--- src/verilog/bmd_pkg.sv ---
// Shared types, register map and packet constants for the ADC DMA endpoint, imported by each module
package bmd_pkg;

    typedef logic [11:0] adc_sample_t;   // One ADC conversion
    typedef logic [31:0] dword_t;
    typedef logic [31:0] buf_addr_t;     // Host buffer address
    typedef logic [1:0]  reg_addr_t;

    localparam int NUM_CHAN = 2;         // Fixed by the ADC pins

    // --------------------------------------------------------------------------
    // Register map
    // --------------------------------------------------------------------------
    localparam reg_addr_t REG_CTRL      = 2'd0;
    localparam reg_addr_t REG_ADDR_PUSH = 2'd1;
    localparam reg_addr_t REG_ADDR_RET  = 2'd2;   // Read head, write pops
    localparam reg_addr_t REG_STATUS    = 2'd3;

    localparam int CTRL_INIT_BIT = 31;   // Self-clearing init reset
    localparam int ST_FREE_EMPTY = 0;
    localparam int ST_RET_EMPTY  = 1;
    localparam int ST_OVF_LSB    = 2;    // One sticky flag per channel
    localparam int ST_RET_FULL   = 4;

    // 3DW header with data, memory write
    localparam logic [6:0] MWR_FMT_TYPE = 7'b10_00000;

    typedef struct packed {
        logic      en;
        reg_addr_t addr;
        dword_t    data;
    } reg_wr_t;

    typedef struct packed {
        dword_t td;
        logic   sof_n;
        logic   eof_n;
        logic   src_rdy_n;
    } ll_tx_t;

    typedef struct packed {
        dword_t word;    // FIFO head
        logic   ready;   // A whole payload is buffered
    } chan_word_t;

endpackage

--- src/verilog/sample_packer.sv ---
// Per-channel packer: pairs samples into dwords, buffers them and flags a full payload
`timescale 1ns/100ps

module sample_packer import bmd_pkg::*; #(
    parameter int PKT_DWORDS = 4,
    parameter int CHAN_DEPTH = 8
) (
    input  logic        clk,
    input  logic        rst_n,
    input  logic        clr_i,
    input  logic        en_i,
    input  logic        sample_stb_i,
    input  adc_sample_t sample_i,
    input  logic        pop_i,
    output chan_word_t  chan_o,
    output logic        overflow_o
);

    localparam int PW = (CHAN_DEPTH > 1) ? $clog2(CHAN_DEPTH) : 1;
    localparam int CW = $clog2(CHAN_DEPTH + 1);
    localparam logic [PW-1:0] LAST_PTR = PW'(CHAN_DEPTH - 1);
    localparam logic [CW-1:0] FULL_CNT = CW'(CHAN_DEPTH);
    localparam logic [CW-1:0] PKT_CNT  = CW'(PKT_DWORDS);

    dword_t        mem [CHAN_DEPTH];
    adc_sample_t   first_q;       // First sample of the pair
    logic          half_q;
    logic [PW-1:0] wr_ptr;
    logic [PW-1:0] rd_ptr;
    logic [CW-1:0] count;
    logic          pair_done;
    logic          push;
    logic          do_pop;

    assign pair_done = sample_stb_i && en_i && half_q;
    assign push      = pair_done && (count != FULL_CNT);   // Dropped when full
    assign do_pop    = pop_i && (count != '0);

    always_comb begin
        chan_o.word  = mem[rd_ptr];
        chan_o.ready = (count >= PKT_CNT);
    end

    always_ff @(posedge clk) begin
        if (!rst_n || clr_i) begin
            half_q     <= 1'b0;
            wr_ptr     <= '0;
            rd_ptr     <= '0;
            count      <= '0;
            overflow_o <= 1'b0;
        end else begin
            if (!en_i) begin
                half_q <= 1'b0;          // Pairing restarts on enable
            end else if (sample_stb_i) begin
                half_q <= !half_q;
            end
            if (pair_done && (count == FULL_CNT)) begin
                overflow_o <= 1'b1;      // Sticky until init reset
            end
            if (push) begin
                wr_ptr <= (wr_ptr == LAST_PTR) ? '0 : wr_ptr + 1'b1;
            end
            if (do_pop) begin
                rd_ptr <= (rd_ptr == LAST_PTR) ? '0 : rd_ptr + 1'b1;
            end
            count <= count + CW'(push) - CW'(do_pop);
        end
    end

    always_ff @(posedge clk) begin
        if (sample_stb_i && !half_q) begin
            first_q <= sample_i;
        end
        if (push) begin
            mem[wr_ptr] <= {4'h0, sample_i, 4'h0, first_q};   // Second sample high
        end
    end

    a_no_pop_empty: assert property (@(posedge clk) disable iff (!rst_n || clr_i)
        !(pop_i && (count == '0))) else $error("sample FIFO popped while empty");

endmodule

--- config.mk ---
export PLATFORM = sky130hd
export DESIGN_NAME = sample_packer
export DESIGN_NICKNAME = d
export VERILOG_FILES = /design/src/verilog/bmd_pkg.sv /design/src/verilog/sample_packer.sv
export SDC_FILE = /design/constraint.sdc
export NUM_CORES = 1
export LEC_CHECK = 0
export BUFFER_PORTS_ARGS = -buffer_cell sky130_fd_sc_hd__buf_4
export CORE_MARGIN = 5
export CORE_UTILIZATION = 60
export CTS_CLUSTER_DIAMETER = 120
export CTS_CLUSTER_SIZE = 10
export DETAILED_ROUTE_END_ITERATION = 16
export PLACE_DENSITY = 0.79
export SETUP_SLACK_MARGIN = 0.1
export SYNTH_ARGS = -nofsm -noshare
export SYNTH_HDL_FRONTEND = slang
export SYNTH_SLANG_ARGS = --single-unit
--- constraint.sdc ---
create_clock -name clk -period 5.6 [get_ports clk]
set_clock_uncertainty 0.2 [all_clocks]
set_input_delay 1.12 -clock clk [delete_from_list [all_inputs] [get_ports clk]]
set_output_delay 1.12 -clock clk [all_outputs]
set_load 0.02 [all_outputs]
Yosys cells after proc, flatten, opt, wreduce, memory -nomap -nowiden. Memories as Yosys holds them, arrays and structs flattened. A register that Yosys moved wholly into a read port is not among the register bits. Cells that the tools add are included.

Bits in registers: 24. Bits in writable memories: 192. Input port bits: 18. Output and inout port bits: 34. Word-level logic and storage cells: 34. Memories: 1.

Add/subtract/negate cells: 4. Magnitude comparators: 1. Equality and inequality tests: 4. Mux-type cells: 6. Bitwise gates (word level): 1. Reduce and logical (&&, ||, !) cells: 11.

Memories: mem (words 8, width 24, rd ports 1, clocked after Yosys merged registers in 1, wr ports 1, line sample_packer.sv:25) `dword_t mem [CHAN_DEPTH];`.

Operator list (count): 3-bit two-way mux (4); 3-bit by 1-bit adder with 3-bit output, second input constant (2); 3-bit == test, second input constant (2); 1-bit logical AND (6); 4-bit by 1-bit adder with 4-bit output (1); 4-bit == test, second input constant (1); 4-bit by 3-bit greater-or-equal comparator with 1-bit output, second input constant (1); 4-bit != test, second input constant (1); 4-bit nonzero test (1); 4-bit by 1-bit subtractor with 4-bit output (1); 1-bit logical NOT (2); 1-bit two-way mux (2); 2-bit OR reduction (1); 1-bit logical OR (1); 1-bit inverter (1).

Logic depth before layout (Yosys ltp).
Word-level depth: 5. Gate-level depth with buffers: 10. Gate-level depth less buffers: 10.

Worst setup path before layout. OpenSTA, ideal clock, no wires.

Kind: in2reg. From: in en_i. To: mem mem[0][0] (netlist bit) (enable). Library setup time: 466 ps. Arrival: 3815 ps. Required time: 4934 ps. Setup slack: 1119 ps. Stages: 3. Path buffers: 0. Path through: and3_1 > nand2_2 > nor4_1.

Longest elaborated chain between the ends: 5.

RTL lines: start: declaration (line sample_packer.sv:11) `input logic en_i,`; 1-bit logical AND (2 in series) (line sample_packer.sv:35) `assign pair_done = sample_stb_i && en_i && half_q;`; 1-bit logical AND (line sample_packer.sv:36) `assign push = pair_done && (count != FULL_CNT);`; 1-bit two-way mux (line sample_packer.sv:74) `if (push) begin`; 1-bit two-way mux (implied by the code) (line sample_packer.sv:75) `mem[wr_ptr] <= {4'h0, sample_i, 4'h0, first_q};`; end: declaration (line sample_packer.sv:25).

No other way between the ends.

==> metrics.yaml <==
r2r-start: "count[2]"
finalSetupViolations: 0
synth-edff-count: 204
antenna_cells: 0
regToRegEndpoint: "count[2]"
yosysTopAreaCell: "edfxtp_1"
ant_nets: 0
ys_ff_latch: 219
final_cell_count_no_fill: 637
cellLeakagePower_nw: 3.17
finalPower_mw: 3.46
hold_path_depth: 2
stdcell_area_um2: 9650
syn_area_um2: 8430
yosys.cell_count.top_type: "edfxtp_1"
ys.flop_type: "edfxtp_1"
fmax_mhz: 254
root_buffer: "clkbuf_16"
syn_to_final_growth_pct: 14.5
grt_antenna_before_repair: 0
synth_warnings: 0
min_path_type: "flop to flop"
htree_num_levels: 1
post_cts_resized: 0
io_buffers: 43
dieArea_um2: 16500
reg2regPathDepth: 10
slew_headroom_pct: 35.2
p_per_area_nw_per_um2: 358
rows: 43
outcome: "finished, final reports clean"
synth_area_leaders: "edfxtp_1 73%, mux4_2 13%, dfxtp_1 3.6%"
place_area_um2: 8980
gr-total-overflow: 0
first_pass_iters: 4
worstPathArrival_ns: 2.61
vdd_drop_max_uv: 308
cts_made_buffers: 25
synth_commonest_cells: "204 x edfxtp_1, 48 x mux4_2, 24 x mux2_2"
hold_buffers: 0
clkSinkCount: 219
rsz0062_at_grt: "no"
hold_path.startpoint: "overflow_o"
floorplan.initialDensity_pct: 61.0
drt_iter0_drc: 354
seq_area_frac_synth_pct: 76.2
io-pin-count: 52
min_period_ns: 3.93
netlist.area_leader.share_pct: 72.6
setup_tns_ns: 0
clkTransAtPathRegs_ns: 0.05
fin_crit_sh_pct: 70.2
post-cts-setup-buffers: 0
dp_cells: 603
grt_max_degree: 49
whs_endpoint: "overflow_o"
drv_cap: 0
post_drt_wl_per_cell_um: 23.4
drive_gt1_share_pct: 35.2
clockBufferDepth: 3
start_kind: "flop"
endpoint_kind: "output pin"
cts_tree: "yes"
core-area_um2: 13800
tightest_slew_ns: 0.973
grt_pass1_vias: 4105
fin_nets: 478
fp.dieW_um: 129
grtUsageTotal_pct: 19.2
syn_inst: 387
grt_pass1_wl_um: 23600
avgSynthCellArea_um2: 21.8
async_flop_share_pct: 0
insertion_delay_ns: 0.51
via_count: 3812
vias_per_cell: 5.98
place_hpwl_um: 8070
hold_viol: 0
synthDistinctLibCells: 31
wirelength_um: 14900
drv_slew: 0
cp.required_ns: 4.28
ff2ff_setup_slack_ns: 2.97
drc_errors: 0
die_h_um: 129
place.gp.congestion: 0.729
path_class: "flop to output pin"
cp_max_fo: 48
[power by group]
part           switching (mW)  internal, mW  total (mW)
combinational           0.139         0.117       0.256
clock                   0.565         0.809        1.37
sequential             0.0192          1.81        1.83
total                   0.723          2.73        3.46
[per-stage QoR]
step	worst slack, ns	utilization, %	hold WS [ns]
5_1_grt	1.47	69.8	0.323
3_5_place_dp	2.17	64.9	0.273
6_report	1.67	69.8	0.277
3_3_place_gp	2.18	64.9	0.260
4_1_cts	1.61	69.8	0.286
2_1_floorplan	1.12	-	0.264
[state kept, by name (all words and copies together), names as in the netlist, named ones only]
register    count
mem           192
wr_ptr          3
half_q          1
first_q        12
rd_ptr          3
overflow_o      1
count           4
[worst max path at each step]
stage	slack, ns	cells after the start	endpoint	from
finish	1.67	3	chan_o[23]	flop
global route	1.47	3	chan_o[23]	flop
CTS	1.61	3	chan_o[7]	flop
detailed placement	2.17	3	chan_o[21]	flop
global placement	2.18	3	chan_o[7]	flop
floorplan	1.12	3	mem[0][0]	en_i
[per-layer routing]
layer | wire (um) | track usage [%]
met1 | 6080 | 26.9
met2 | 7720 | 31.9
met3 | 829 | 2.66
met4 | 302 | 6.05
met5 | 0 | 0
[cell usage in the layout, fill, tap and decap left out, types with 2 or more instances in the layout]
| cell | netlist | layout |
|---|---|---|
| edfxtp_1 | 204 | 204 |
| buf_4 | 8 | 51 |
| mux4_2 | 48 | 48 |
| clkbuf_16 | 0 | 25 |
| mux2_2 | 24 | 24 |
| dfxtp_1 | 15 | 13 |
| nand2_1 | 12 | 12 |
| mux2i_1 | 10 | 10 |
| ha_1 | 9 | 9 |
| conb_1 | 1 | 8 |
| clkbuf_1 | 4 | 8 |
| inv_1 | 5 | 5 |
| nand2b_1 | 4 | 4 |
| nor3_2 | 0 | 4 |
| nor2_1 | 7 | 4 |
| xor2_1 | 3 | 3 |
| nor2_4 | 0 | 3 |
| and3_1 | 2 | 2 |
| a21oi_1 | 2 | 2 |
| nand3_1 | 2 | 2 |
| nor2b_1 | 2 | 2 |
| or3_1 | 2 | 2 |
[worst max-delay path, stage by stage (launching register included)]
cell	delay, ns
dfxtp_4	0.96
mux4_2	0.62
mux2_2	0.29
buf_4	0.16
[logic make-up (layout without fill, tap and decap cells)]
family,after synthesis,count (layout),synth area share [%]
mux,82,82,17.2
fa+ha+maj,10,10,1.57
xor+xnor,3,3,0.312
simple gates,41,41,2.46
other cells,1,8,0.0445
buf+inv,27,90,1.93
flops,219,219,76.2
compound gates,4,4,0.282
[layout make-up]
cell class,count,area [um2]
flip-flops and latches,219,6430
fillers,798,4170
multi-input cells,148,1920
clock buffers,33,656
repair buffers,51,383
well taps,180,225
clock inverters,1,20.0
inverters,5,18.8
(Power assumes the default switching activity.)
