File: src/verilog/bmd_pkg.sv
// Shared types, register map and packet constants for the ADC DMA endpoint, imported by each module
package bmd_pkg;

    typedef logic [11:0] adc_sample_t;   // One ADC conversion
    typedef logic [31:0] dword_t;
    typedef logic [31:0] buf_addr_t;     // Host buffer address
    typedef logic [1:0]  reg_addr_t;

    localparam int NUM_CHAN = 2;         // Fixed by the ADC pins

    // --------------------------------------------------------------------------
    // Register map
    // --------------------------------------------------------------------------
    localparam reg_addr_t REG_CTRL      = 2'd0;
    localparam reg_addr_t REG_ADDR_PUSH = 2'd1;
    localparam reg_addr_t REG_ADDR_RET  = 2'd2;   // Read head, write pops
    localparam reg_addr_t REG_STATUS    = 2'd3;

    localparam int CTRL_INIT_BIT = 31;   // Self-clearing init reset
    localparam int ST_FREE_EMPTY = 0;
    localparam int ST_RET_EMPTY  = 1;
    localparam int ST_OVF_LSB    = 2;    // One sticky flag per channel
    localparam int ST_RET_FULL   = 4;

    // 3DW header with data, memory write
    localparam logic [6:0] MWR_FMT_TYPE = 7'b10_00000;

    typedef struct packed {
        logic      en;
        reg_addr_t addr;
        dword_t    data;
    } reg_wr_t;

    typedef struct packed {
        dword_t td;
        logic   sof_n;
        logic   eof_n;
        logic   src_rdy_n;
    } ll_tx_t;

    typedef struct packed {
        dword_t word;    // FIFO head
        logic   ready;   // A whole payload is buffered
    } chan_word_t;

endpackage

File: src/verilog/ep_ctrl_regs.sv
// Host register port of the endpoint: control, address push and pop, status and read-back
`timescale 1ns/100ps

module ep_ctrl_regs import bmd_pkg::*; (
    input  logic                clk,
    input  logic                rst_n,
    input  reg_wr_t             reg_wr_i,
    input  reg_addr_t           rd_addr_i,
    output dword_t              rd_data_o,
    input  logic                free_empty_i,
    input  logic                ret_empty_i,
    input  logic                ret_full_i,
    input  buf_addr_t           ret_addr_i,
    input  logic [NUM_CHAN-1:0] overflow_i,
    output logic [NUM_CHAN-1:0] chan_en_o,
    output logic                init_rst_o,
    output logic                free_push_o,
    output buf_addr_t           free_data_o,
    output logic                ret_pop_o
);

    logic   wr_ctrl;
    dword_t status;

    // --------------------------------------------------------------------------
    // Write decode
    // --------------------------------------------------------------------------
    assign wr_ctrl     = reg_wr_i.en && (reg_wr_i.addr == REG_CTRL);
    assign free_push_o = reg_wr_i.en && (reg_wr_i.addr == REG_ADDR_PUSH);
    assign free_data_o = reg_wr_i.data;
    assign ret_pop_o   = reg_wr_i.en && (reg_wr_i.addr == REG_ADDR_RET);

    always_ff @(posedge clk) begin
        if (!rst_n) begin
            chan_en_o  <= '0;
            init_rst_o <= 1'b0;
        end else begin
            init_rst_o <= wr_ctrl && reg_wr_i.data[CTRL_INIT_BIT];  // One-cycle pulse
            if (wr_ctrl) begin
                // Init reset also drops the channel enables
                chan_en_o <= reg_wr_i.data[CTRL_INIT_BIT] ? '0 : reg_wr_i.data[NUM_CHAN-1:0];
            end
        end
    end

    // --------------------------------------------------------------------------
    // Status and read-back
    // --------------------------------------------------------------------------
    always_comb begin
        status                         = '0;
        status[ST_FREE_EMPTY]          = free_empty_i;
        status[ST_RET_EMPTY]           = ret_empty_i;
        status[ST_OVF_LSB +: NUM_CHAN] = overflow_i;
        status[ST_RET_FULL]            = ret_full_i;
    end

    always_ff @(posedge clk) begin
        if (!rst_n) begin
            rd_data_o <= '0;
        end else begin
            case (rd_addr_i)
                REG_CTRL:     rd_data_o <= 32'(chan_en_o);
                REG_ADDR_RET: rd_data_o <= ret_addr_i;      // Head of the return list
                REG_STATUS:   rd_data_o <= status;
                default:      rd_data_o <= '0;              // Push register is write-only
            endcase
        end
    end

endmodule

File: config.mk
export PLATFORM = sky130hd
export DESIGN_NAME = ep_ctrl_regs
export DESIGN_NICKNAME = d
export VERILOG_FILES = /design/src/verilog/bmd_pkg.sv /design/src/verilog/ep_ctrl_regs.sv
export SDC_FILE = /design/constraint.sdc
export NUM_CORES = 1
export LEC_CHECK = 0
export BUFFER_PORTS_ARGS = -buffer_cell sky130_fd_sc_hd__buf_2
export CAP_MARGIN = 10
export CORE_MARGIN = 2
export CORE_UTILIZATION = 37
export DETAILED_ROUTE_END_ITERATION = 10
export GPL_TIMING_DRIVEN = 0
export PLACE_DENSITY = 0.84
export SETUP_SLACK_MARGIN = 0.2
export SLEW_MARGIN = 30
export SYNTH_ARGS = -nofsm -noshare
export SYNTH_HDL_FRONTEND = slang
export SYNTH_SLANG_ARGS = --single-unit
File: constraint.sdc
create_clock -name clk -period 1.4 [get_ports clk]
set_clock_uncertainty 0.05 [all_clocks]
set_input_delay 0.07 -clock clk [delete_from_list [all_inputs] [get_ports clk]]
set_output_delay 0.07 -clock clk [all_outputs]
set_load 0.01 [all_outputs]
**Yosys cells after proc, flatten, opt, wreduce, memory -nomap -nowiden**

Cells that the tools add are included.

- Equal/unequal tests: 4
- Muxes and demuxes: 2
- Reductions and logical operators: 6

Operator list:

| operator | count |
|---|---|
| case mux 32 bit (3 select lines) | 1 |
| == test 2 bit (second input constant) | 3 |
| logical AND 1 bit | 4 |
| logical NOT 2 bit | 2 |
| == test 2 x 1 -> 1 bit (second input constant) | 1 |
| 2-to-1 mux 2 bit | 1 |

- Register bits after elaboration: 35
- Bits of input ports: 76
- Output and inout port bits: 69
- Logic and storage cells: 15

**Longest topological paths before layout**

- Word-level depth: 3
- Gate-level depth with buffers: 5
- Mapped depth without buffers: 2

**Least setup slack after synthesis**

OpenSTA, ideal clock, no wires.

- Path kind: input-to-reg
- Start: input rst_n
- End: register rd_data_o[10]
- Library setup time: 0.113 ns
- Arrival: 0.780 ns
- Required time: 1.237 ns
- Slack: 0.458 ns
- Stages: 5
- Path buffers: 3
- Path through: buf_2 -> and3b_1 -> buf_6 -> buf_8 -> and2_4

RTL lines:

| element | RTL line | text |
|---|---|---|
| start: declaration | ep_ctrl_regs.sv:6 | `input logic rst_n,` |
| end signal: assignment | ep_ctrl_regs.sv:62 | `REG_CTRL: rd_data_o <= 32'(chan_en_o);` |
| end signal: assignment | ep_ctrl_regs.sv:63 | `REG_ADDR_RET: rd_data_o <= ret_addr_i;` |
| end signal: assignment | ep_ctrl_regs.sv:64 | `REG_STATUS: rd_data_o <= status;` |
| end: declaration | ep_ctrl_regs.sv:9 | `output dword_t rd_data_o,` |

**Final worst setup path**

- Start: register chan_en_o[0]
- End: register rd_data_o[0]

- Cells in the longest elaborated chain, start to end: 1

Ends and longest elaborated chain:

| element | RTL line | text |
|---|---|---|
| start: declaration | ep_ctrl_regs.sv:15 | `output logic [NUM_CHAN-1:0] chan_en_o,` |
| start signal: assignment | ep_ctrl_regs.sv:41 | `chan_en_o <= reg_wr_i.data[CTRL_INIT_BIT] ? '0 : reg_wr_i.data[NUM_CHAN-1:0];` |
| case mux 32 bit (3 select lines) | ep_ctrl_regs.sv:61 | `case (rd_addr_i)` |

No other way between the ends.
A chain may end at the register's enable or synchronous reset.

==> run_results.csv <==
group,metric,value,unit
global_route,met2_usage,38.1,%
sta,period_share,67.1,%
final_layout,nets,352,
worst_setup_path,criticalPathCategory,"register to register",
clock_tree,cts-root-buf,"clkbuf_8",
clock_tree,h-tree-depth,2,
synth,yosys_warnings,0,
floorplan,fp.coreArea,0.00366,mm²
clock_tree,insertion_delay,280,ps
status,status,"finished clean",
drt,vias,1345,
worst_setup_path,rrSetupSlack,460,ps
place,port_buffers,113,
synth,yosysTopAreaCellShare,49.8,%
floorplan,die_w,65.7,µm
synth,yosys.area.top_type,"dfxtp_1",
drt,routed_wl,4110,µm
synth,synth_ff_type,"dfxtp_1",
power,swShare,22.5,%
final_layout,antennaDiodeCount,0,
power,p_per_area,882,mW/mm²
sta,tightest_slew,469,ps
floorplan,die_h,65.7,µm
worst_setup_path,cp_slowest_cell,"dfxtp_1",
sta,rsz0062_at_grt,"false",
worst_setup_path,cp_slowest_stage_delay,320,ps
worst_setup_path,cp.arrival,1060,ps
clock_tree,cts_num_sinks,35,
global_route,grt_max_degree,11,
floorplan,ioPinCount,145,
clock_tree,post_cts_buffers,0,
clock_tree,cts_resized,0,
flow_run,cap_violations,0,
power,leakage,1.37,nW
clock_tree,clk_pin_slew_worst_paths,70,ps
worst_setup_path,path_cells,"mux2_2, o211a_1",
sta,period_minus_slack,939,ps
power,ir_drop,0.347,mV
power,total_power,0.00216,W
global_route,grt_util_met3,3.94,%
sta,finalSetupTns,0,ps
global_route,use_met1,16.8,%
final_layout,drive_gt1_share,65.6,%
synth,synth-seq-cells,35,
synth,yosysUniqueCellTypes,17,
power,p_int,0.00168,W
synth,yosysSeqAreaShare,49.8,%
worst_setup_path,worstPathMaxFanout,3,
synth,synth_commonest_cells,"dfxtp_1, buf_4, and2_4",
sta,final_max_slew_viol_count,0,
power,p_seq_share,47.8,%
global_route,grt_pass1_vias,1339,
place,dp_hpwl,2730,µm
floorplan,initial_core_util,38.4,%
place,placed_cell_area,0.00203,mm²
sta,fmax,1060,MHz
hold_path,min_path_type,"primary input to register",
worst_setup_path,worstSetupEndpointType,"register",
drt,drc,0,
synth,syn-cell-area,0.00141,mm²
worst_setup_path,start_kind,"register",
sta,slew_headroom,68.6,%
sta,whs,15.9,ps
drt,vias_per_cell,4.15,
place,gp_congestion,0.764,
worst_setup_path,cp.required,1520,ps
power,combPwrFrac,19.1,%
sta,hold_violations,0,
synth,async_flop_share,0,%
final_layout,fin_cells,324,
final_layout,design_area,0.00245,mm²
global_route,antenna_found_initial,0,
drt,drtPass1Iterations,4,
drt,drtIter0Drc,27,
final_layout,area_growth,74.1,%
clock_tree,cts_tree,"yes",
drt,drt.antenna.violating_nets,0,
synth,avgSynthCellArea,11.4,µm²
power,p_clk_share,33.1,%
sta,setup_viol,0,
drt,wl_per_cell,12.7,µm
synth,synthMostInstantiatedCell,"dfxtp_1",
place,dp.cells,284,
synth,syn_nets,199,
synth,synth-edff-count,0,
global_route,grt-busiest-layer,"met2",
global_route,track_usage,18.6,%
floorplan,die-area,0.00431,mm²
synth,syn_inst,123,
power,switchingPower,0.000487,W
clock_tree,cts.hold.buffers_added,33,
clock_tree,cts_max_path_buffers,2,
floorplan,fp-row-count,22,
global_route,grt_pass1_wl,5930,µm
global_route,grt_remaining_overflow,0,
synth,synthTopCellsByArea,"dfxtp_1, buf_4, and2_4",
clock_tree,cts_buffers,5,
-- power groups by stage --
stage	combinational, W	clock (W)	sequential, W
final	0.000413	0.000716	0.00103
after global routing	0.000443	0.000776	0.00104
after CTS	0.000410	0.000738	0.00103
after detailed placement	0.000338	0	0.00106
after global placement	0.000335	0	0.00105
after floorplan	0.000172	0	0.00107
-- flip-flops by register name, indices dropped and copies added (netlist names) --
register    count
init_rst_o      1
rd_data_o      32
chan_en_o       2
-- routing by layer --
layer,share of wire (%),vias up
met2,55,95
met3,10,4
met1,34,587
met4,1.0,0
met5,0,-
li1,-,659
-- worst max-delay path, delay by kind of cell (launching register included) --
kind | cells | cell delay [ps]
muxes | 1 | 260
DFF | 1 | 320
AOI/OAI and AO/OA | 1 | 200
-- cell usage in the layout (no fill, tap or decap) --
cell / Yosys / routed
buf_2: 1 / 114
dfxtp_1: 35 / 35
dlygate4sd3_1: 0 / 33
buf_4: 32 / 32
and2_4: 20 / 20
and2_1: 7 / 7
clkbuf_8: 0 / 6
mux2i_1: 5 / 5
and3b_1: 3 / 3
nand2_1: 3 / 3
nor2_1: 3 / 3
buf_6: 2 / 2
buf_8: 2 / 2
mux2_2: 2 / 2
a21bo_2: 2 / 2
o211a_1: 2 / 2
nand3b_1: 2 / 2
nor3b_1: 1 / 1
and3_1: 1 / 1
clkinv_2: 0 / 1
-- area by class of cell --
type / instances / area, µm²
Fill cell: 268 / 1210
Clock buffer: 6 / 82.6
Buffer: 37 / 298
Timing Repair Buffer: 146 / 896
Clock inverter: 1 / 5.00
Sequential cell: 35 / 701
Tap cell: 48 / 60.1
Multi-Input combinational cell: 51 / 409
-- per-stage QoR --
step                setup slack [ps]  utilization (%)
finish                           461             67.0
global route                     432             67.0
CTS                              450             67.0
detailed placement               395             55.5
global placement                 403             55.5
floorplan                        458                -
-- cell families after synthesis --
logic type | count (synthesis) | share of synthesized area (%)
and+or+nand+nor | 40 | 21.1
buffers and inverters | 37 | 21.2
DFF | 35 | 49.8
muxes | 7 | 5.16
AOI/OAI and AO/OA | 4 | 2.84
-- final timing paths --
kind,from,to,depth (start not counted)
max,chan_en_o[0]$_SDFFE_PN0P_,rd_data_o[0]$_SDFF_PN0_,2
min,reg_wr_i[1],chan_en_o[1]$_SDFFE_PN0P_,3
max reg2reg,chan_en_o[0]$_SDFFE_PN0P_,rd_data_o[0]$_SDFF_PN0_,2
min reg2reg,chan_en_o[1]$_SDFFE_PN0P_,chan_en_o[1]$_SDFFE_PN0P_,2
Power figures use the tool's default switching activity.
