$ cat src/verilog/bmd_pkg.sv
// Shared types, register map and packet constants for the ADC DMA endpoint, imported by each module
package bmd_pkg;

    typedef logic [11:0] adc_sample_t;   // One ADC conversion
    typedef logic [31:0] dword_t;
    typedef logic [31:0] buf_addr_t;     // Host buffer address
    typedef logic [1:0]  reg_addr_t;

    localparam int NUM_CHAN = 2;         // Fixed by the ADC pins

    // --------------------------------------------------------------------------
    // Register map
    // --------------------------------------------------------------------------
    localparam reg_addr_t REG_CTRL      = 2'd0;
    localparam reg_addr_t REG_ADDR_PUSH = 2'd1;
    localparam reg_addr_t REG_ADDR_RET  = 2'd2;   // Read head, write pops
    localparam reg_addr_t REG_STATUS    = 2'd3;

    localparam int CTRL_INIT_BIT = 31;   // Self-clearing init reset
    localparam int ST_FREE_EMPTY = 0;
    localparam int ST_RET_EMPTY  = 1;
    localparam int ST_OVF_LSB    = 2;    // One sticky flag per channel
    localparam int ST_RET_FULL   = 4;

    // 3DW header with data, memory write
    localparam logic [6:0] MWR_FMT_TYPE = 7'b10_00000;

    typedef struct packed {
        logic      en;
        reg_addr_t addr;
        dword_t    data;
    } reg_wr_t;

    typedef struct packed {
        dword_t td;
        logic   sof_n;
        logic   eof_n;
        logic   src_rdy_n;
    } ll_tx_t;

    typedef struct packed {
        dword_t word;    // FIFO head
        logic   ready;   // A whole payload is buffered
    } chan_word_t;

endpackage

$ cat src/verilog/adc_capture.sv
// Brings the slow ADC clock into the system clock domain and strobes both channel samples
`timescale 1ns/100ps

module adc_capture import bmd_pkg::*; (
    input  logic                       clk,
    input  logic                       rst_n,
    input  logic                       adc_clk_i,
    input  adc_sample_t                adc1_i,
    input  adc_sample_t                adc2_i,
    output logic                       sample_stb_o,
    output adc_sample_t [NUM_CHAN-1:0] samples_o
);

    logic adc_clk_s1;
    logic adc_clk_s2;
    logic adc_clk_d;      // Edge detector history
    logic adc_rise;

    assign adc_rise = adc_clk_s2 && !adc_clk_d;

    always_ff @(posedge clk) begin
        if (!rst_n) begin
            adc_clk_s1   <= 1'b0;
            adc_clk_s2   <= 1'b0;
            adc_clk_d    <= 1'b0;
            sample_stb_o <= 1'b0;
        end else begin
            adc_clk_s1   <= adc_clk_i;
            adc_clk_s2   <= adc_clk_s1;
            adc_clk_d    <= adc_clk_s2;
            sample_stb_o <= adc_rise;    // Third cycle after the ADC edge
        end
    end

    always_ff @(posedge clk) begin
        if (adc_rise) begin
            samples_o[0] <= adc1_i;
            samples_o[1] <= adc2_i;
        end
    end

endmodule

$ cat config.mk
export PLATFORM = sky130hd
export DESIGN_NAME = adc_capture
export DESIGN_NICKNAME = d
export VERILOG_FILES = /design/src/verilog/bmd_pkg.sv /design/src/verilog/adc_capture.sv
export SDC_FILE = /design/constraint.sdc
export NUM_CORES = 1
export LEC_CHECK = 0
export BUFFER_PORTS_ARGS = -buffer_cell sky130_fd_sc_hd__buf_2
export CORE_MARGIN = 2
export CORE_UTILIZATION = 40
export DETAILED_ROUTE_END_ITERATION = 16
export GPL_TIMING_DRIVEN = 0
export HOLD_SLACK_MARGIN = 0.1
export PLACE_DENSITY = 0.86
export SLEW_MARGIN = 20
export SYNTH_ARGS = -nofsm -noshare
export SYNTH_HDL_FRONTEND = slang
export SYNTH_SLANG_ARGS = --single-unit
$ cat constraint.sdc
create_clock -name clk -period 2.7 [get_ports clk]
set_clock_uncertainty 0.2 [all_clocks]
set_input_delay 0.27 -clock clk [delete_from_list [all_inputs] [get_ports clk]]
set_output_delay 0.27 -clock clk [all_outputs]
set_load 0.01 [all_outputs]
* Word-level counts from Yosys, hierarchy flattened
Index checks and enable logic that the tools add are counted.
** Word-level totals
- Bits in registers :: 28
- Latch bits :: 0
- RAM bits :: 0
- Memory bits (read-only) :: 0
- Output and inout bits :: 25
- Logic and storage cells :: 8
- Memories :: 0
** Operators by class
- $add $sub $neg :: 0
- $mul :: 0
- Div/mod/pow operators :: 0
- $lt $le $gt $ge :: 0
- Equality and inequality tests :: 0
- Shifts and indexed selects :: 0
- Multiplexer cells :: 0
- Bitwise gates (word level) :: 0
- Reductions and logical operators :: 2
** Operator list (count)
- 1-bit logical AND :: 1
- 1-bit zero test :: 1

* Depth between registers and ports, before layout
Gate-level depths: netlist of the first run.
- Depth after elaboration :: 2
- Depth in mapped cells :: 1
- Mapped depth without buffers :: 1

* Worst setup path after synthesis of the first run
OpenSTA, ideal clock, no wires.
- Kind :: register to register
- From :: reg adc_clk_s2
- To :: reg samples_o[0] (netlist bit), enable pin
- Setup time :: 0.408 ns
- Arrival :: 1.433 ns
- Data required time :: 2.092 ns
- Path slack :: 0.660 ns
- Cell stages (with the launch flop) :: 2
- Buffers on the path :: 0
- Period minus slack after synthesis :: 2.040 ns
- Path through :: dfxtp_1 > nor2b_1
** Between the ends
- Cells in the longest elaborated chain, start to end :: 1
** RTL lines
- start: declaration :: line adc_capture.sv:15 : logic adc_clk_s2;
- start signal: assignment :: line adc_capture.sv:29 : adc_clk_s2 <= adc_clk_s1;
- 1-bit logical AND :: line adc_capture.sv:19 : assign adc_rise = adc_clk_s2 && !adc_clk_d;
- net adc_rise :: line adc_capture.sv:17 : logic adc_rise;
- end: declaration :: line adc_capture.sv:11 : output adc_sample_t [NUM_CHAN-1:0] samples_o
The timed path passes the listed nets, and every way through them passes these cells.
A chain may end at the register's enable or synchronous reset.

* Worst setup path in the final report of the first run
- From :: in rst_n
- To :: reg adc_clk_s1
** RTL lines
- start: declaration :: line adc_capture.sv:6 : input logic rst_n,
- end signal: assignment :: line adc_capture.sv:28 : adc_clk_s1 <= adc_clk_i;
- end: declaration :: line adc_capture.sv:14 : logic adc_clk_s1;
No word-level cell between the ends.

==> impl_metrics.ini, run 1 <==
[timing]
finalSetupViolCount = 0
fmax_mhz = 627
worst_slew_pin_slew_ps = 549
max-slew-margin-rel = 0.632
finalHoldViolations = 0
fin_crit_sh = 0.591
finalSetupTns_ps = 0
slew_violations = 0
rsz0062_at_grt = no
min_period_ps = 1600

[finish]
final_common_cell = buf_2
diodes = 0
area_growth_syn_to_layout_pct = 72.3
layout.nets = 144
mostFrequentLayoutCells = 51 x buf_2, 27 x dlygate4sd3_1, 24 x edfxtp_1
layoutNonFillerInstCount = 143
layout-drive-gt1-share = 0.483

[global_routing]
grt_max_degree = 16
overflow = 0
grt_pass1_wl_mm = 2.92
grt_pass1_vias = 592
antenna_found_initial = 0
grt_usage = 0.166

[routing]
first_pass_iters = 3
routed_wl_mm = 1.97
vias_per_cell = 4.36
drt-wirelength-per-cell_um = 13.8
drt-initial-drc-count = 11
drc_errors = 0
vias = 624
ant_nets = 0

[synthesis]
syn_avg_cell_area_um2 = 25.3
synth_cell_types = 5
synth_nets = 60
netlist_area_um2 = 835
synth_seq_area_share = 0.960
ys_ff_latch = 28
ys_warn_count = 0
synthCells = 33

[run]
maxCapViolations = 0

[pwr]
power.density_nw_per_um2 = 506
p_leak_nw = 0.610
power_w = 0.000727
ir_drop_uv = 357

[worst_setup_path]
crit_type = primary input to flip-flop
crit_buf_inv = 3
cp_cell_sequence = dlygate4sd3_1 -> buf_2 -> and2_1 -> dlygate4sd3_1
cp_top_family = buffers and inverters
worstPathRequired_ps = 2710
cp-end-kind = flip-flop
path_common_cell = dlygate4sd3_1
critPathSlowestCell = dlygate4sd3_1
crit_fanout = 4
arrival_ps = 1600
startpoint_type = primary input
slowest_delay_ps = 540

[clock_tree]
cts_buffers = 3
clock_path_buffers = 2
cts_resized = 0
cts_num_sinks = 28
htreeDepth = 1
cts_tree = yes
cts_setup_buffers = 0
path_clk_slew_ps = 120
cts-root-buf = clkbuf_4
clock_latency_ps = 300

[placed_design]
routabilityCongestion = 0.590
dp.cells = 112
port_buffers = 51

[floorplan]
die-area_um2 = 2470
core.rowCount = 16
fp.dieW_um = 49.7
core_um2 = 1960
die_h_um = 49.7
initial_utilization = 0.425
boundaryPins = 52

[run_status]
status = finished, final reports clean

[min_path]
hp-class = flip-flop to flip-flop
-- power breakdown --
group | switching, W | internal (W) | total, W
clock | 0.000108 | 0.0000576 | 0.000166
combinational | 0.0000266 | 0.0000479 | 0.0000745
sequential | 0.00000323 | 0.000483 | 0.000487
-- worst paths after layout --
kind | slack [ps] | endpoint | from | cells after the start
setup reg to reg | 1150 | samples_o[7] | adc_clk_s2 | 2
hold / removal | 250 | adc_clk_s2 | adc_clk_s1 | 1
setup / recovery | 1100 | adc_clk_s1 | rst_n | 4
hold reg to reg | 250 | adc_clk_s2 | adc_clk_s1 | 1
-- state kept, by name, summed over array words and instances (netlist names) --
| signal | flops |
|---|---|
| samples_o | 24 |
| adc_clk_s1 | 1 |
| adc_clk_s2 | 1 |
| adc_clk_d | 1 |
| sample_stb_o | 1 |
-- logic make-up after synthesis --
kind of cell	synth area share
AND/OR/NAND/NOR	0.0405
flip-flops	0.960
-- layout make-up --
type	count	area, µm²
Clock buffer	4	26.3
Fill cell	131	524
Multi-Input combinational cell	5	36.3
Sequential cell	28	801
Tap cell	27	33.8
Timing Repair Buffer	79	541
-- worst register-to-register path, cell delays in order (launching register included) --
cell and delay (ps):
dfxtp_1 350, nor2b_2 490, buf_8 240
-- routing by layer --
layer / vias to the layer above / track usage / share of wire
met4: 0 / 0.0741 / 0.016
met1: 292 / 0.202 / 0.41
li1: 290 / - / -
met3: 4 / 0.0424 / 0.091
met5: - / 0 / 0
met2: 38 / 0.278 / 0.49
-- stage by stage --
stage	setup slack (ps)	hold slack (ps)	util	cell area [µm²]
6_report	1100	251	0.733	1440
5_1_grt	1050	264	0.733	1440
3_5_place_dp	1140	224	0.582	1140
2_1_floorplan	660	169	-	835
3_3_place_gp	334	218	0.573	1120
4_1_cts	1120	255	0.733	1440
-- synth_stat cells, drive strengths merged --
library cell / number / share of area
dfxtp: 4 / 0.096
nor2b: 1 / 0.0075
edfxtp: 24 / 0.86
and3b: 1 / 0.010
and2: 3 / 0.022
-- repair_timing --
item,4_1_cts,5_1_grt
hold buffers,27,0
endpoints found under the hold margin,28,0
endpoints found under the setup margin,0,0
Note: power is estimated with default switching activity, not from simulation.
==> run 2: changes to the inputs <==
Settings changed: ABC_AREA set to 1, CORE_UTILIZATION 40 to 36, PLACE_DENSITY 0.86 to 0.82.
Clock period 2.7 ns to 1.4 ns, I/O delays scaled along.
==> run 2 against run 1 <==
Synthesized area up 0.30%; clock-buffer cell count unchanged; register-to-register slack worse by 1000 ps; global-route usage down 3.3 points; clock power up 120%; combinational power up 84%; sequential power up 93%; worst hold slack better by 2.2 ps; via count down 3.2%; critical endpoint is now samples_o[4].
==> impl_metrics.ini, run 2 <==
[run_status]
status = finished, final reports clean

[synthesis]
synthTopCellsByCount = 24 x edfxtp_1, 4 x dfxtp_1, 4 x inv_1
yosysTopAreaCell = edfxtp_1
synth_top_area_frac = 0.861
synth_seq_area_share = 0.957
synth.area.top_cells = edfxtp_1 86%, dfxtp_1 9.6%, inv_1 1.8%
synth.most_common_cell = edfxtp_1
ys_ff_latch = 28
syn_avg_cell_area_um2 = 22.6
synthCells = 37
synth_cell_types = 6
synthFlopType = edfxtp_1
synth_nets = 64
ys_warn_count = 0
netlist_area_um2 = 837
synth_enable_flop_cells = 24
async_reset_ff_frac = 0

[routing]
drt-initial-drc-count = 3
ant_nets = 0
drt-wirelength-per-cell_um = 11.5
vias = 604
first_pass_iters = 2
routed_wl_mm = 1.70
drc_errors = 0
vias_per_cell = 4.11

[worst_setup_path]
arrival_ps = 1090
cp-end-kind = flip-flop
reg2reg_from = adc_clk_s2
cp_cell_sequence = inv_1 -> nor2_4
worstPathRequired_ps = 1200
crit_type = flip-flop to flip-flop
slowest_delay_ps = 360
crit_start = adc_clk_s2
critPathSlowestCell = dfxtp_1
startpoint_type = flip-flop
crit_fanout = 12

[pwr]
p_int_w = 0.00118
power_w = 0.00145
clkPwrFrac = 0.257
sequentialPowerShare = 0.648
p_leak_nw = 0.628
ir_drop_uv = 643
p_switching_w = 0.000270
power.density_nw_per_um2 = 1000
switching_share = 0.187
pwr-share-comb = 0.094

[floorplan]
boundaryPins = 52
core.rowCount = 17
initial_utilization = 0.378
core_um2 = 2210
die-area_um2 = 2730
die_h_um = 52.2
fp.dieW_um = 52.2

[timing]
finalSetupTns_ps = 0
min_period_ps = 1290
fmax_mhz = 774
fin_crit_sh = 0.922
rsz0062_at_grt = no
finalHoldViolations = 0
holdWs_ps = 253
worst_slew_pin_slew_ps = 349
slew_violations = 0
max-slew-margin-rel = 0.766
finalSetupViolCount = 0

[clock_tree]
path_clk_slew_ps = 140
htreeDepth = 1
cts_setup_buffers = 0
clock_path_buffers = 2
cts_num_sinks = 28
cts-root-buf = clkbuf_4
cts_buffers = 3
clock_latency_ps = 310
cts_tree = yes

[finish]
largest_reg_flops = 24
diodes = 0
layoutNonFillerInstCount = 147
fin_util = 0.652
top_register = samples_o
area_growth_syn_to_layout_pct = 72.3
layout-drive-gt1-share = 0.487
final_common_cell = buf_2
layout.nets = 147
fillers = 171
mostFrequentLayoutCells = 51 x buf_2, 26 x dlygate4sd3_1, 24 x edfxtp_1

[placed_design]
routabilityCongestion = 0.709
hpwl_mm = 1.05
dp.cells = 116
port_buffers = 51

[global_routing]
grt_max_degree = 16
overflow = 0
grt_usage = 0.133
grt_pass1_wl_mm = 2.58
grt_pass1_vias = 602
antenna_found_initial = 0

[min_path]
hp-class = flip-flop to flip-flop
min-delay-start = adc_clk_s1

[run]
maxCapViolations = 0
run 2: cell count changes in the layout (fill, tap and decap cells not counted):
cell           previous run  this run
clkbuf_8                  0         1
nor2_4                    0         2
nand2_1                   0         3
nor2b_2                   1         0
dlygate4sd3_1            27        26
clkbuf_1                  1         0
and3b_1                   1         0
inv_1                     0         4
and2_1                    3         0
buf_8                     1         0
nor2_2                    0         1
run 2: repair_timing:
item                       4_1_cts  5_1_grt
gates resized for setup          1        0
setup endpoints to repair       24        0
hold endpoints to repair        28        0
hold buffers                    26        0
run 2: cell type report:
class | count | area, µm² | area share
Clock buffer | 4 | 36.3 | 0.0252
Inverter | 4 | 15.0 | 0.0104
Multi-Input combinational cell | 6 | 40.0 | 0.0278
Sequential cell | 28 | 801 | 0.555
Tap cell | 28 | 35.0 | 0.0243
Timing Repair Buffer | 77 | 515 | 0.357
run 2: metrics by stage:
step                setup WS, ps  area, µm²
global route                76.2       1440
global placement           -46.1       1130
detailed placement         -84.4       1130
floorplan                   73.6        845
CTS                          104       1440
finish                       109       1440
run 2: critical path: cells and delay by family, from the launching register on:
kind / cells / cell delay (ps)
flops: 1 / 360
simple gates: 1 / 310
buf+inv: 1 / 110
run 2: path summary, 6_finish.rpt:
kind | endpoint | slack, ps | cells after the start
min | adc_clk_s2 | 250 | 2
max | samples_o[4] | 110 | 2
min reg2reg | adc_clk_s2 | 250 | 2
max reg2reg | samples_o[4] | 110 | 2
run 2: power by group through the flow:
| stage | Sequential [W] | Combinational [W] | Clock [W] |
|---|---|---|---|
| after floorplan | 0.000969 | 0.0000118 | 0 |
| after global placement | 0.000957 | 0.0000764 | 0 |
| after detailed placement | 0.000958 | 0.0000792 | 0 |
| after CTS | 0.000939 | 0.000136 | 0.000392 |
| after global routing | 0.000942 | 0.000149 | 0.000426 |
| final | 0.000939 | 0.000137 | 0.000373 |
run 2: cells by family (layout without fill, tap and decap cells):
family,after synthesis,count (layout),share of synthesized area
buf+inv,4,85,0.0179
flops,28,28,0.957
simple gates,5,6,0.0254
run 2: per-layer routing:
metal | track usage | up-vias | wire length, µm
li1 | - | 299 | -
met1 | 0.144 | 275 | 628
met2 | 0.251 | 30 | 944
met4 | 0.0385 | 0 | 0
met3 | 0.0371 | 0 | 121
met5 | 0 | - | 0
