==> src/verilog/bmd_pkg.sv <==
// Shared types, register map and packet constants for the ADC DMA endpoint, imported by each module
package bmd_pkg;

    typedef logic [11:0] adc_sample_t;   // One ADC conversion
    typedef logic [31:0] dword_t;
    typedef logic [31:0] buf_addr_t;     // Host buffer address
    typedef logic [1:0]  reg_addr_t;

    localparam int NUM_CHAN = 2;         // Fixed by the ADC pins

    // --------------------------------------------------------------------------
    // Register map
    // --------------------------------------------------------------------------
    localparam reg_addr_t REG_CTRL      = 2'd0;
    localparam reg_addr_t REG_ADDR_PUSH = 2'd1;
    localparam reg_addr_t REG_ADDR_RET  = 2'd2;   // Read head, write pops
    localparam reg_addr_t REG_STATUS    = 2'd3;

    localparam int CTRL_INIT_BIT = 31;   // Self-clearing init reset
    localparam int ST_FREE_EMPTY = 0;
    localparam int ST_RET_EMPTY  = 1;
    localparam int ST_OVF_LSB    = 2;    // One sticky flag per channel
    localparam int ST_RET_FULL   = 4;

    // 3DW header with data, memory write
    localparam logic [6:0] MWR_FMT_TYPE = 7'b10_00000;

    typedef struct packed {
        logic      en;
        reg_addr_t addr;
        dword_t    data;
    } reg_wr_t;

    typedef struct packed {
        dword_t td;
        logic   sof_n;
        logic   eof_n;
        logic   src_rdy_n;
    } ll_tx_t;

    typedef struct packed {
        dword_t word;    // FIFO head
        logic   ready;   // A whole payload is buffered
    } chan_word_t;

endpackage

==> src/verilog/buffer_addr_fifo.sv <==
// Show-ahead FIFO of host buffer addresses, instanced as the free list and the return list
`timescale 1ns/100ps

module buffer_addr_fifo import bmd_pkg::*; #(
    parameter int ADDR_DEPTH = 4
) (
    input  logic      clk,
    input  logic      rst_n,
    input  logic      clr_i,
    input  logic      push_i,
    input  buf_addr_t data_i,
    input  logic      pop_i,
    output buf_addr_t data_o,
    output logic      empty_o,
    output logic      full_o
);

    localparam int PW = (ADDR_DEPTH > 1) ? $clog2(ADDR_DEPTH) : 1;
    localparam int CW = $clog2(ADDR_DEPTH + 1);
    localparam logic [PW-1:0] LAST_PTR = PW'(ADDR_DEPTH - 1);
    localparam logic [CW-1:0] FULL_CNT = CW'(ADDR_DEPTH);

    buf_addr_t     mem [ADDR_DEPTH];
    logic [PW-1:0] wr_ptr;
    logic [PW-1:0] rd_ptr;
    logic [CW-1:0] count;
    logic          do_push;
    logic          do_pop;

    assign do_push = push_i && !full_o;
    assign do_pop  = pop_i && !empty_o;
    assign empty_o = (count == '0);
    assign full_o  = (count == FULL_CNT);
    assign data_o  = mem[rd_ptr];              // Head visible without a pop

    always_ff @(posedge clk) begin
        if (!rst_n || clr_i) begin
            wr_ptr <= '0;
            rd_ptr <= '0;
            count  <= '0;
        end else begin
            if (do_push) begin
                wr_ptr <= (wr_ptr == LAST_PTR) ? '0 : wr_ptr + 1'b1;
            end
            if (do_pop) begin
                rd_ptr <= (rd_ptr == LAST_PTR) ? '0 : rd_ptr + 1'b1;
            end
            count <= count + CW'(do_push) - CW'(do_pop);
        end
    end

    always_ff @(posedge clk) begin
        if (do_push) begin
            mem[wr_ptr] <= data_i;
        end
    end

    a_no_push_full: assert property (@(posedge clk) disable iff (!rst_n || clr_i)
        !(push_i && full_o)) else $error("address FIFO pushed while full");
    a_no_pop_empty: assert property (@(posedge clk) disable iff (!rst_n || clr_i)
        !(pop_i && empty_o)) else $error("address FIFO popped while empty");

endmodule

==> config.mk <==
export PLATFORM = sky130hd
export DESIGN_NAME = buffer_addr_fifo
export DESIGN_NICKNAME = d
export VERILOG_FILES = /design/src/verilog/bmd_pkg.sv /design/src/verilog/buffer_addr_fifo.sv
export SDC_FILE = /design/constraint.sdc
export NUM_CORES = 1
export LEC_CHECK = 0
export ABC_AREA = 1
export BUFFER_PORTS_ARGS = -buffer_cell sky130_fd_sc_hd__buf_2
export CAP_MARGIN = 10
export CORE_ASPECT_RATIO = 0.6
export CORE_MARGIN = 4
export CORE_UTILIZATION = 60
export CTS_BUF_LIST = sky130_fd_sc_hd__clkbuf_4 sky130_fd_sc_hd__clkbuf_8 sky130_fd_sc_hd__clkbuf_16
export DETAILED_ROUTE_END_ITERATION = 10
export PLACE_DENSITY = 0.88
export SLEW_MARGIN = 25
export SYNTH_ARGS = -nofsm -noshare
export SYNTH_HDL_FRONTEND = slang
export SYNTH_SLANG_ARGS = --single-unit
==> constraint.sdc <==
create_clock -name clk -period 7.4 [get_ports clk]
set_input_delay 1.11 -clock clk [delete_from_list [all_inputs] [get_ports clk]]
set_output_delay 1.11 -clock clk [all_outputs]
set_load 0.005 [all_outputs]
# Yosys cells after proc, flatten, opt, wreduce, memory -nomap -nowiden
# Memory sizes are Yosys's and may differ from the RTL's. A register that Yosys moved wholly into a read port is not among the register bits.
# Cells that the tools add are included.
totals:
  ff_bits: 7
  ramBits: 128
  inputBits: 37
  output_inout_bits: 34
  elab_cells: 24
  n_memories: 1
memory_table:
  columns: ["memory", "depth", "width", "read_ports", "rd_ports_with_merged_regs", "write_ports", "line", "source"]
  rows:
  - ["mem", 4, 32, 1, 1, 1, "buffer_addr_fifo.sv:23", "buf_addr_t mem [ADDR_DEPTH];"]
classes:
  add_sub_neg: 4
  n_eq_ne: 3
  mux: 6
  reduce_logical: 7
ops:
  columns: ["cell", "n"]
  rows:
  - ["2-bit two-way mux", 4]
  - ["2-bit by 1-bit adder with 2-bit output (second input constant)", 2]
  - ["2-bit == test (second input constant)", 2]
  - ["3-bit by 1-bit adder with 3-bit output", 1]
  - ["3-bit == test (second input constant)", 1]
  - ["1-bit zero test", 3]
  - ["3-bit zero test", 1]
  - ["3-bit by 1-bit subtractor with 3-bit output", 1]
  - ["1-bit logical AND", 2]
  - ["1-bit two-way mux", 2]
  - ["1-bit logical OR", 1]

# Depth between registers and ports, before layout
# Gate-level depths: netlist of the first run.
depth:
  depth_word: 5
  ltp_mapped: 11
  depth_no_buf: 11

# Worst setup path after synthesis of the first run
# OpenSTA, ideal clock, no wires.
synth_path:
  path_type: "input -> register"
  from: "input push_i"
  to: "memory mem[3][0] (netlist bit), enable pin"
  setup_time_ns: 0.421
  t_arrival_ns: 2.537
  required_ns: 6.979
  setup_slack_ns: 4.442
  cell_stages: 2
  path_buffers: 0
  path_cell_list: "nand2_4 -> nor2_1"
synth_via:
  elab_chain_len: 3
synth_lines:
  columns: ["element", "line", "source"]
  rows:
  - ["start: declaration", "buffer_addr_fifo.sv:10", "input logic push_i,"]
  - ["1-bit logical AND", "buffer_addr_fifo.sv:30", "assign do_push = push_i && !full_o;"]
  - ["1-bit two-way mux", "buffer_addr_fifo.sv:53", "if (do_push) begin"]
  - ["1-bit two-way mux (not written as such)", "buffer_addr_fifo.sv:54", "mem[wr_ptr] <= data_i;"]
  - ["end: declaration", "buffer_addr_fifo.sv:23", null]
# Every way passes these cells.

==> flow_metrics.env, run 1 <==
export IMPL_ys_seq_area_share_pct=76.10
export IMPL_period_needed_ns=3.160
export IMPL_num_rows=26
export IMPL_r2r_end="count[2]$_SDFF_PP0_"
export IMPL_cpPeakStageDelay_ns=0.52
export IMPL_slew_violations=0
export IMPL_regToRegStartpoint="count[1]$_SDFF_PP0_"
export IMPL_cp_arrival_ns=2.05
export IMPL_min_path_cells=2
export IMPL_wl_met1_um=4649
export IMPL_whs_ns=0.5430
export IMPL_cts_tree="done"
export IMPL_wl_met3_um=722
export IMPL_antenna_found_initial=0
export IMPL_maxCapViolations=0
export IMPL_max_slew_margin_pct=35.31
export IMPL_syn_inst=378
export IMPL_synth_flop_cell="edfxtp_1"
export IMPL_drcViolationCount=0
export IMPL_avgSynthCellArea_um2=13.99
export IMPL_grt_max_degree=66
export IMPL_ir_worst_vdd_mv=0.1937
export IMPL_clockBufferDepth=2
export IMPL_core_area_um2=8556
export IMPL_drt_wirelength_per_cell_um=18.33
export IMPL_path_buf_inv=2
export IMPL_leakagePower_nw=2.350
export IMPL_syn_nets=423
export IMPL_numCtsBuffers=17
export IMPL_grt_pass1_wl_um=16230
export IMPL_synthTopCellsByArea="edfxtp_1 73%, nor2_1 5.8%, o22ai_1 3.8%"
export IMPL_required_ns=6.29
export IMPL_syn_to_final_growth_pct=20.66
export IMPL_rsz0062_at_grt="false"
export IMPL_htreeDepth=4
export IMPL_crit_path_start_kind="register"
export IMPL_ctsHoldBuffers=0
export IMPL_clk_latency_ns=0.41
export IMPL_placed_cell_area_um2=5654
export IMPL_post_cts_buffers=0
export IMPL_clock_sinks=137
export IMPL_endpoint_kind="output port"
export IMPL_setup_tns_ns=0
export IMPL_route_vias_total=3240
export IMPL_worst_pin_slew_ns=0.9680
export IMPL_slowest_stage="inv_2"
export IMPL_wl_met2_um=5077
export IMPL_hpwl_um=6043
export IMPL_die_width_um=129.2
export IMPL_totalWireLength_um=10540
export IMPL_holdPathEnd="wr_ptr[1]$_SDFFE_PP0P_"
export IMPL_ys_async_sr_fraction_pct=0
export IMPL_yosys_area_top_type="edfxtp_1"
export IMPL_start_util_pct=61.80
export IMPL_clockRootBuffer="clkbuf_16"
export IMPL_fin_worst_skew_ns=0.005450
export IMPL_cts_resized=0
export IMPL_portBuffers=70
export IMPL_crit_chain="inv_2, o21ai_0, o22ai_1, buf_2"
export IMPL_layout_commonest_cell="edfxtp_1"
export IMPL_final_setup_viol_count=0
export IMPL_rr_worst_depth=10
export IMPL_r2r_setup_slack_ns=5.39
export IMPL_hold_path_class="register to register"
export IMPL_gp_congestion=0.7460
export IMPL_yosys_area_top_type_share_pct=72.69
export IMPL_vias_per_cell=5.635
export IMPL_grt_use_total_pct=21.29
export IMPL_io_pins=71
export IMPL_grt_pass1_vias=3261
export IMPL_ant_nets=0
export IMPL_final_hold_viol_count=0
export IMPL_dr_max_layer_used="met4"
export IMPL_synth_seq_cells=137
export IMPL_worst_path_dominant_cell_family="buffers and inverters"
export IMPL_final_cell_mix="128 x edfxtp_1, 77 x nor2_1, 70 x buf_2, 36 x o21ai_0, 32 x o22ai_1"
export IMPL_fin_crit_sh_pct=42.70
export IMPL_fp_dieH_um=80.72
export IMPL_fin_area_um2=6380
export IMPL_finalNetCount=496
export IMPL_yosysUniqueCellTypes=22
export IMPL_worstSetupPathType="register to output port"
export IMPL_min_from="wr_ptr[1]$_SDFFE_PP0P_"
export IMPL_grt_ovfl_total=0
export IMPL_outcome="complete, no violations"
export IMPL_first_iter_violations=352
export IMPL_drive_above_1_share_pct=23.97
export IMPL_antennaDiodeCount=0
export IMPL_dieArea_um2=10430
export IMPL_p_per_area_nw_per_um2=302.4
export IMPL_ys_warn_count=0
export IMPL_syn_cell_area_um2=5288
export IMPL_crit_path_max_fanout=33
export IMPL_max_freq_ghz=0.3165
export IMPL_cts_clk_slew_worst_paths_ns=0.06
export IMPL_dr_pass1_iters=4
export IMPL_synth_edf_count=128
-- worst register-to-register path, cell delays in order (launching register included) --
cell and delay [ns]:
dfxtp_1 0.39, nor2_1 0.08, nand2_1 0.18, nand2_4 0.15, ha_1 0.32, inv_1 0.04, ha_1 0.18, fa_1 0.38
nand2_1 0.08, nand2_1 0.04, nor2_1 0.10
-- worst max path at each step --
| stage | cells after the start | slack, ns | start | to |
|---|---|---|---|---|
| floorplan | 2 | 4.44 | push_i | mem[3][0]$_DFFE_PP_ |
| global placement | 4 | 4.30 | register | data_o[22] |
| detailed placement | 4 | 4.19 | register | data_o[13] |
| CTS | 4 | 3.75 | register | data_o[26] |
| global route | 4 | 4.13 | register | data_o[26] |
| finish | 4 | 4.24 | register | data_o[26] |
-- logic make-up (layout without fill, tap and decap cells) --
group / after synthesis / count (layout) / synth area share [%]
DFF: 137 / 137 / 76.10
AOI/OAI and AO/OA: 99 / 99 / 10.13
and+or+nand+nor: 95 / 95 / 7.099
buffers and inverters: 38 / 123 / 4.472
adders and majority gates: 8 / 8 / 2.035
xor gates and xnor gates: 1 / 1 / 0.1657
-- per-layer routing --
metal	track usage [%]	vias to the layer above
met3	6.977	14
li1	-	1534
met2	33.21	125
met1	28.44	1567
met5	0	-
met4	7.757	0
-- per-stage QoR --
| stage | std cells | util, % | worst slack [ns] | power (W) |
|---|---|---|---|---|
| 6_report | 575 | 74.57 | 4.240 | 0.001929 |
| 3_3_place_gp | 541 | 66.06 | 4.296 | 0.001008 |
| 5_1_grt | 575 | 74.57 | 4.130 | 0.001992 |
| 2_1_floorplan | 378 | - | 4.442 | 0.0009601 |
| 4_1_cts | 572 | 73.68 | 3.752 | 0.001934 |
| 3_5_place_dp | 541 | 66.09 | 4.195 | 0.001015 |
-- power breakdown --
group | internal [W] | switching (W)
registers | 0.000875 | 0.0000126
clock network | 0.000636 | 0.000290
logic | 0.0000459 | 0.0000696
total | 0.00156 | 0.000372
-- Yosys cell counts (2+ instances only) --
| library cell | count |
|---|---|
| nor2_1 | 81 |
| buf_4 | 3 |
| nand3b_1 | 2 |
| edfxtp_1 | 128 |
| nand2_1 | 9 |
| buf_2 | 6 |
| buf_6 | 9 |
| o21ai_1 | 28 |
| ha_1 | 7 |
| o21ai_0 | 36 |
| dfxtp_1 | 9 |
| a21oi_1 | 3 |
| inv_1 | 17 |
| o22ai_1 | 32 |
-- sequential cells by signal, summed over array words and instances (netlist names), named ones only --
| signal | cells |
|---|---|
| mem | 128 |
| wr_ptr | 2 |
| rd_ptr | 2 |
| count | 3 |
-- cell type report --
cell class              instances  area, um2
well taps                     112      140.1
fillers                       522       2176
multi-input cells             203       1057
clock inverters                11      201.4
repair buffers                 73      425.4
flip-flops and latches        137       4029
inverters                      19      78.83
clock buffers                  20      447.9
Power figures use the tool's default switching activity.
==> run 2, diff against run 1 <==
CORE_UTILIZATION = 51   (was 60)
PLACE_DENSITY = 0.8   (was 0.88)
clock period = 2.8 ns   (was 7.4 ns; I/O delays follow)
==> flow_metrics.env, run 2 (synthesis gave the netlist of run 1 again) <==
export IMPL_outcome="complete, no violations"
export IMPL_post_cts_buffers=0
export IMPL_htreeDepth=4
export IMPL_min_from="data_i[26]"
export IMPL_cts_resized=0
export IMPL_final_cell_mix="128 x edfxtp_1, 77 x nor2_1, 70 x buf_2, 36 x o21ai_0, 32 x o22ai_1"
export IMPL_regToRegStartpoint="count[1]$_SDFF_PP0_"
export IMPL_grt_use_total_pct=18.82
export IMPL_drt_wirelength_per_cell_um=18.17
export IMPL_grt_max_degree=65
export IMPL_worst_path_dominant_cell_family="flip-flops"
export IMPL_syn_to_final_growth_pct=20.37
export IMPL_drcViolationCount=0
export IMPL_final_hold_viol_count=0
export IMPL_clock_sinks=137
export IMPL_vias_per_cell=5.405
export IMPL_setup_tns_ns=0
export IMPL_r2r_end="count[1]$_SDFF_PP0_"
export IMPL_dr_pass1_iters=4
export IMPL_fin_area_um2=6365
export IMPL_p_total_w=0.004926
export IMPL_clockBufferDepth=2
export IMPL_fin_crit_sh_pct=85.59
export IMPL_crit_path_max_fanout=29
export IMPL_path_buf_inv=2
export IMPL_largest_reg_flops=128
export IMPL_totalWireLength_um=10960
export IMPL_clockRootBuffer="clkbuf_16"
export IMPL_dieArea_um2=12110
export IMPL_worstSetupPathType="register to output port"
export IMPL_grt_ovfl_total=0
export IMPL_ant_nets=0
export IMPL_period_needed_ns=2.396
export IMPL_min_path_cells=1
export IMPL_antennaDiodeCount=0
export IMPL_r2r_setup_slack_ns=0.86
export IMPL_cts_tree="done"
export IMPL_required_ns=2.38
export IMPL_io_pins=71
export IMPL_top_regs="mem (128), count (3)"
export IMPL_start_util_pct=52.96
export IMPL_crit_chain="buf_4, o21ai_0, o22ai_1, buf_2"
export IMPL_ir_worst_vdd_mv=0.5951
export IMPL_grt_pass1_vias=3318
export IMPL_final_setup_viol_count=0
export IMPL_cts_clk_slew_worst_paths_ns=0.06
export IMPL_max_freq_ghz=0.4173
export IMPL_leakagePower_nw=2.337
export IMPL_p_per_area_nw_per_um2=774.0
export IMPL_rr_worst_depth=9
export IMPL_max_slew_margin_pct=57.31
export IMPL_clk_latency_ns=0.41
export IMPL_path_depth=4
export IMPL_maxCapViolations=0
export IMPL_layout_commonest_cell="edfxtp_1"
export IMPL_holdPathEnd="mem[0][26]$_DFFE_PP_"
export IMPL_crit_path_start_kind="register"
export IMPL_gp_congestion=0.7881
export IMPL_cp_arrival_ns=1.98
export IMPL_first_iter_violations=232
export IMPL_portBuffers=70
export IMPL_fin_worst_skew_ns=0.005862
export IMPL_placed_cell_area_um2=5758
export IMPL_ctsHoldBuffers=0
export IMPL_fp_dieH_um=86.87
export IMPL_slew_violations=0
export IMPL_drive_above_1_share_pct=24.79
export IMPL_hold_path_class="primary input to register"
export IMPL_hpwl_um=6415
export IMPL_grt_pass1_wl_um=17010
export IMPL_route_vias_total=3259
export IMPL_num_rows=28
export IMPL_rsz0062_at_grt="false"
export IMPL_worst_pin_slew_ns=0.6394
export IMPL_die_width_um=139.5
export IMPL_antenna_found_initial=0
export IMPL_top_register="mem"
export IMPL_endpoint_kind="output port"
export IMPL_finalNetCount=500
export IMPL_cpPeakStageDelay_ns=0.71
export IMPL_slowest_stage="dfxtp_2"
export IMPL_numCtsBuffers=17
export IMPL_core_area_um2=9985
-- run 2: cell type report --
class | instances | area, um2
fill | 739 | 3620
tap | 135 | 168.9
clock buffer | 17 | 425.4
inverter | 19 | 78.83
multi-input combinational | 203 | 1057
sequential | 137 | 4025
timing repair buffer | 77 | 427.9
clock inverter | 15 | 181.4
-- run 2: report_power, final --
group	internal, W	switching [W]
sequential	0.00231	0.0000252
combinational	0.000117	0.000193
clock	0.00147	0.000804
total	0.00390	0.00102
-- run 2: per-stage QoR --
stage          instances  hold slack (ns)  utilization, %  worst slack [ns]
3_3_place_gp         571           0.5124           57.67            0.9248
4_1_cts              603           0.2111           63.75            0.4195
3_5_place_dp         571           0.5417           57.67            0.8653
6_report             603           0.2210           63.75            0.4036
2_1_floorplan        378           0.4827               -            0.3882
5_1_grt              603           0.2156           63.75            0.2579
-- run 2: per-layer routing --
| layer | vias to the layer above | wire length [um] | global-route usage, % |
|---|---|---|---|
| met5 | - | 0 | 0 |
| met4 | 0 | 113 | 8.526 |
| met3 | 14 | 908 | 4.937 |
| met2 | 133 | 5260 | 30.94 |
| met1 | 1568 | 4676 | 24.00 |
| li1 | 1544 | - | - |
-- run 2: worst reg2reg max path, delay by kind of cell, from the launching register on --
family / cells / cell delay (ns)
fa+ha+maj: 3 / 0.97
simple gates: 4 / 0.47
flops: 1 / 0.37
buf+inv: 2 / 0.08
-- run 2: worst max-delay path by stage --
stage | end | slack (ns) | startpoint
5_1_grt | data_o[26] | 0.26 | register
6_report | data_o[29] | 0.40 | register
2_1_floorplan | mem[3][0]$_DFFE_PP_ | 0.39 | count[1]$_SDFF_PP0_
4_1_cts | data_o[26] | 0.42 | register
3_3_place_gp | data_o[22] | 0.92 | register
3_5_place_dp | count[1]$_SDFF_PP0_ | 0.87 | count[1]$_SDFF_PP0_
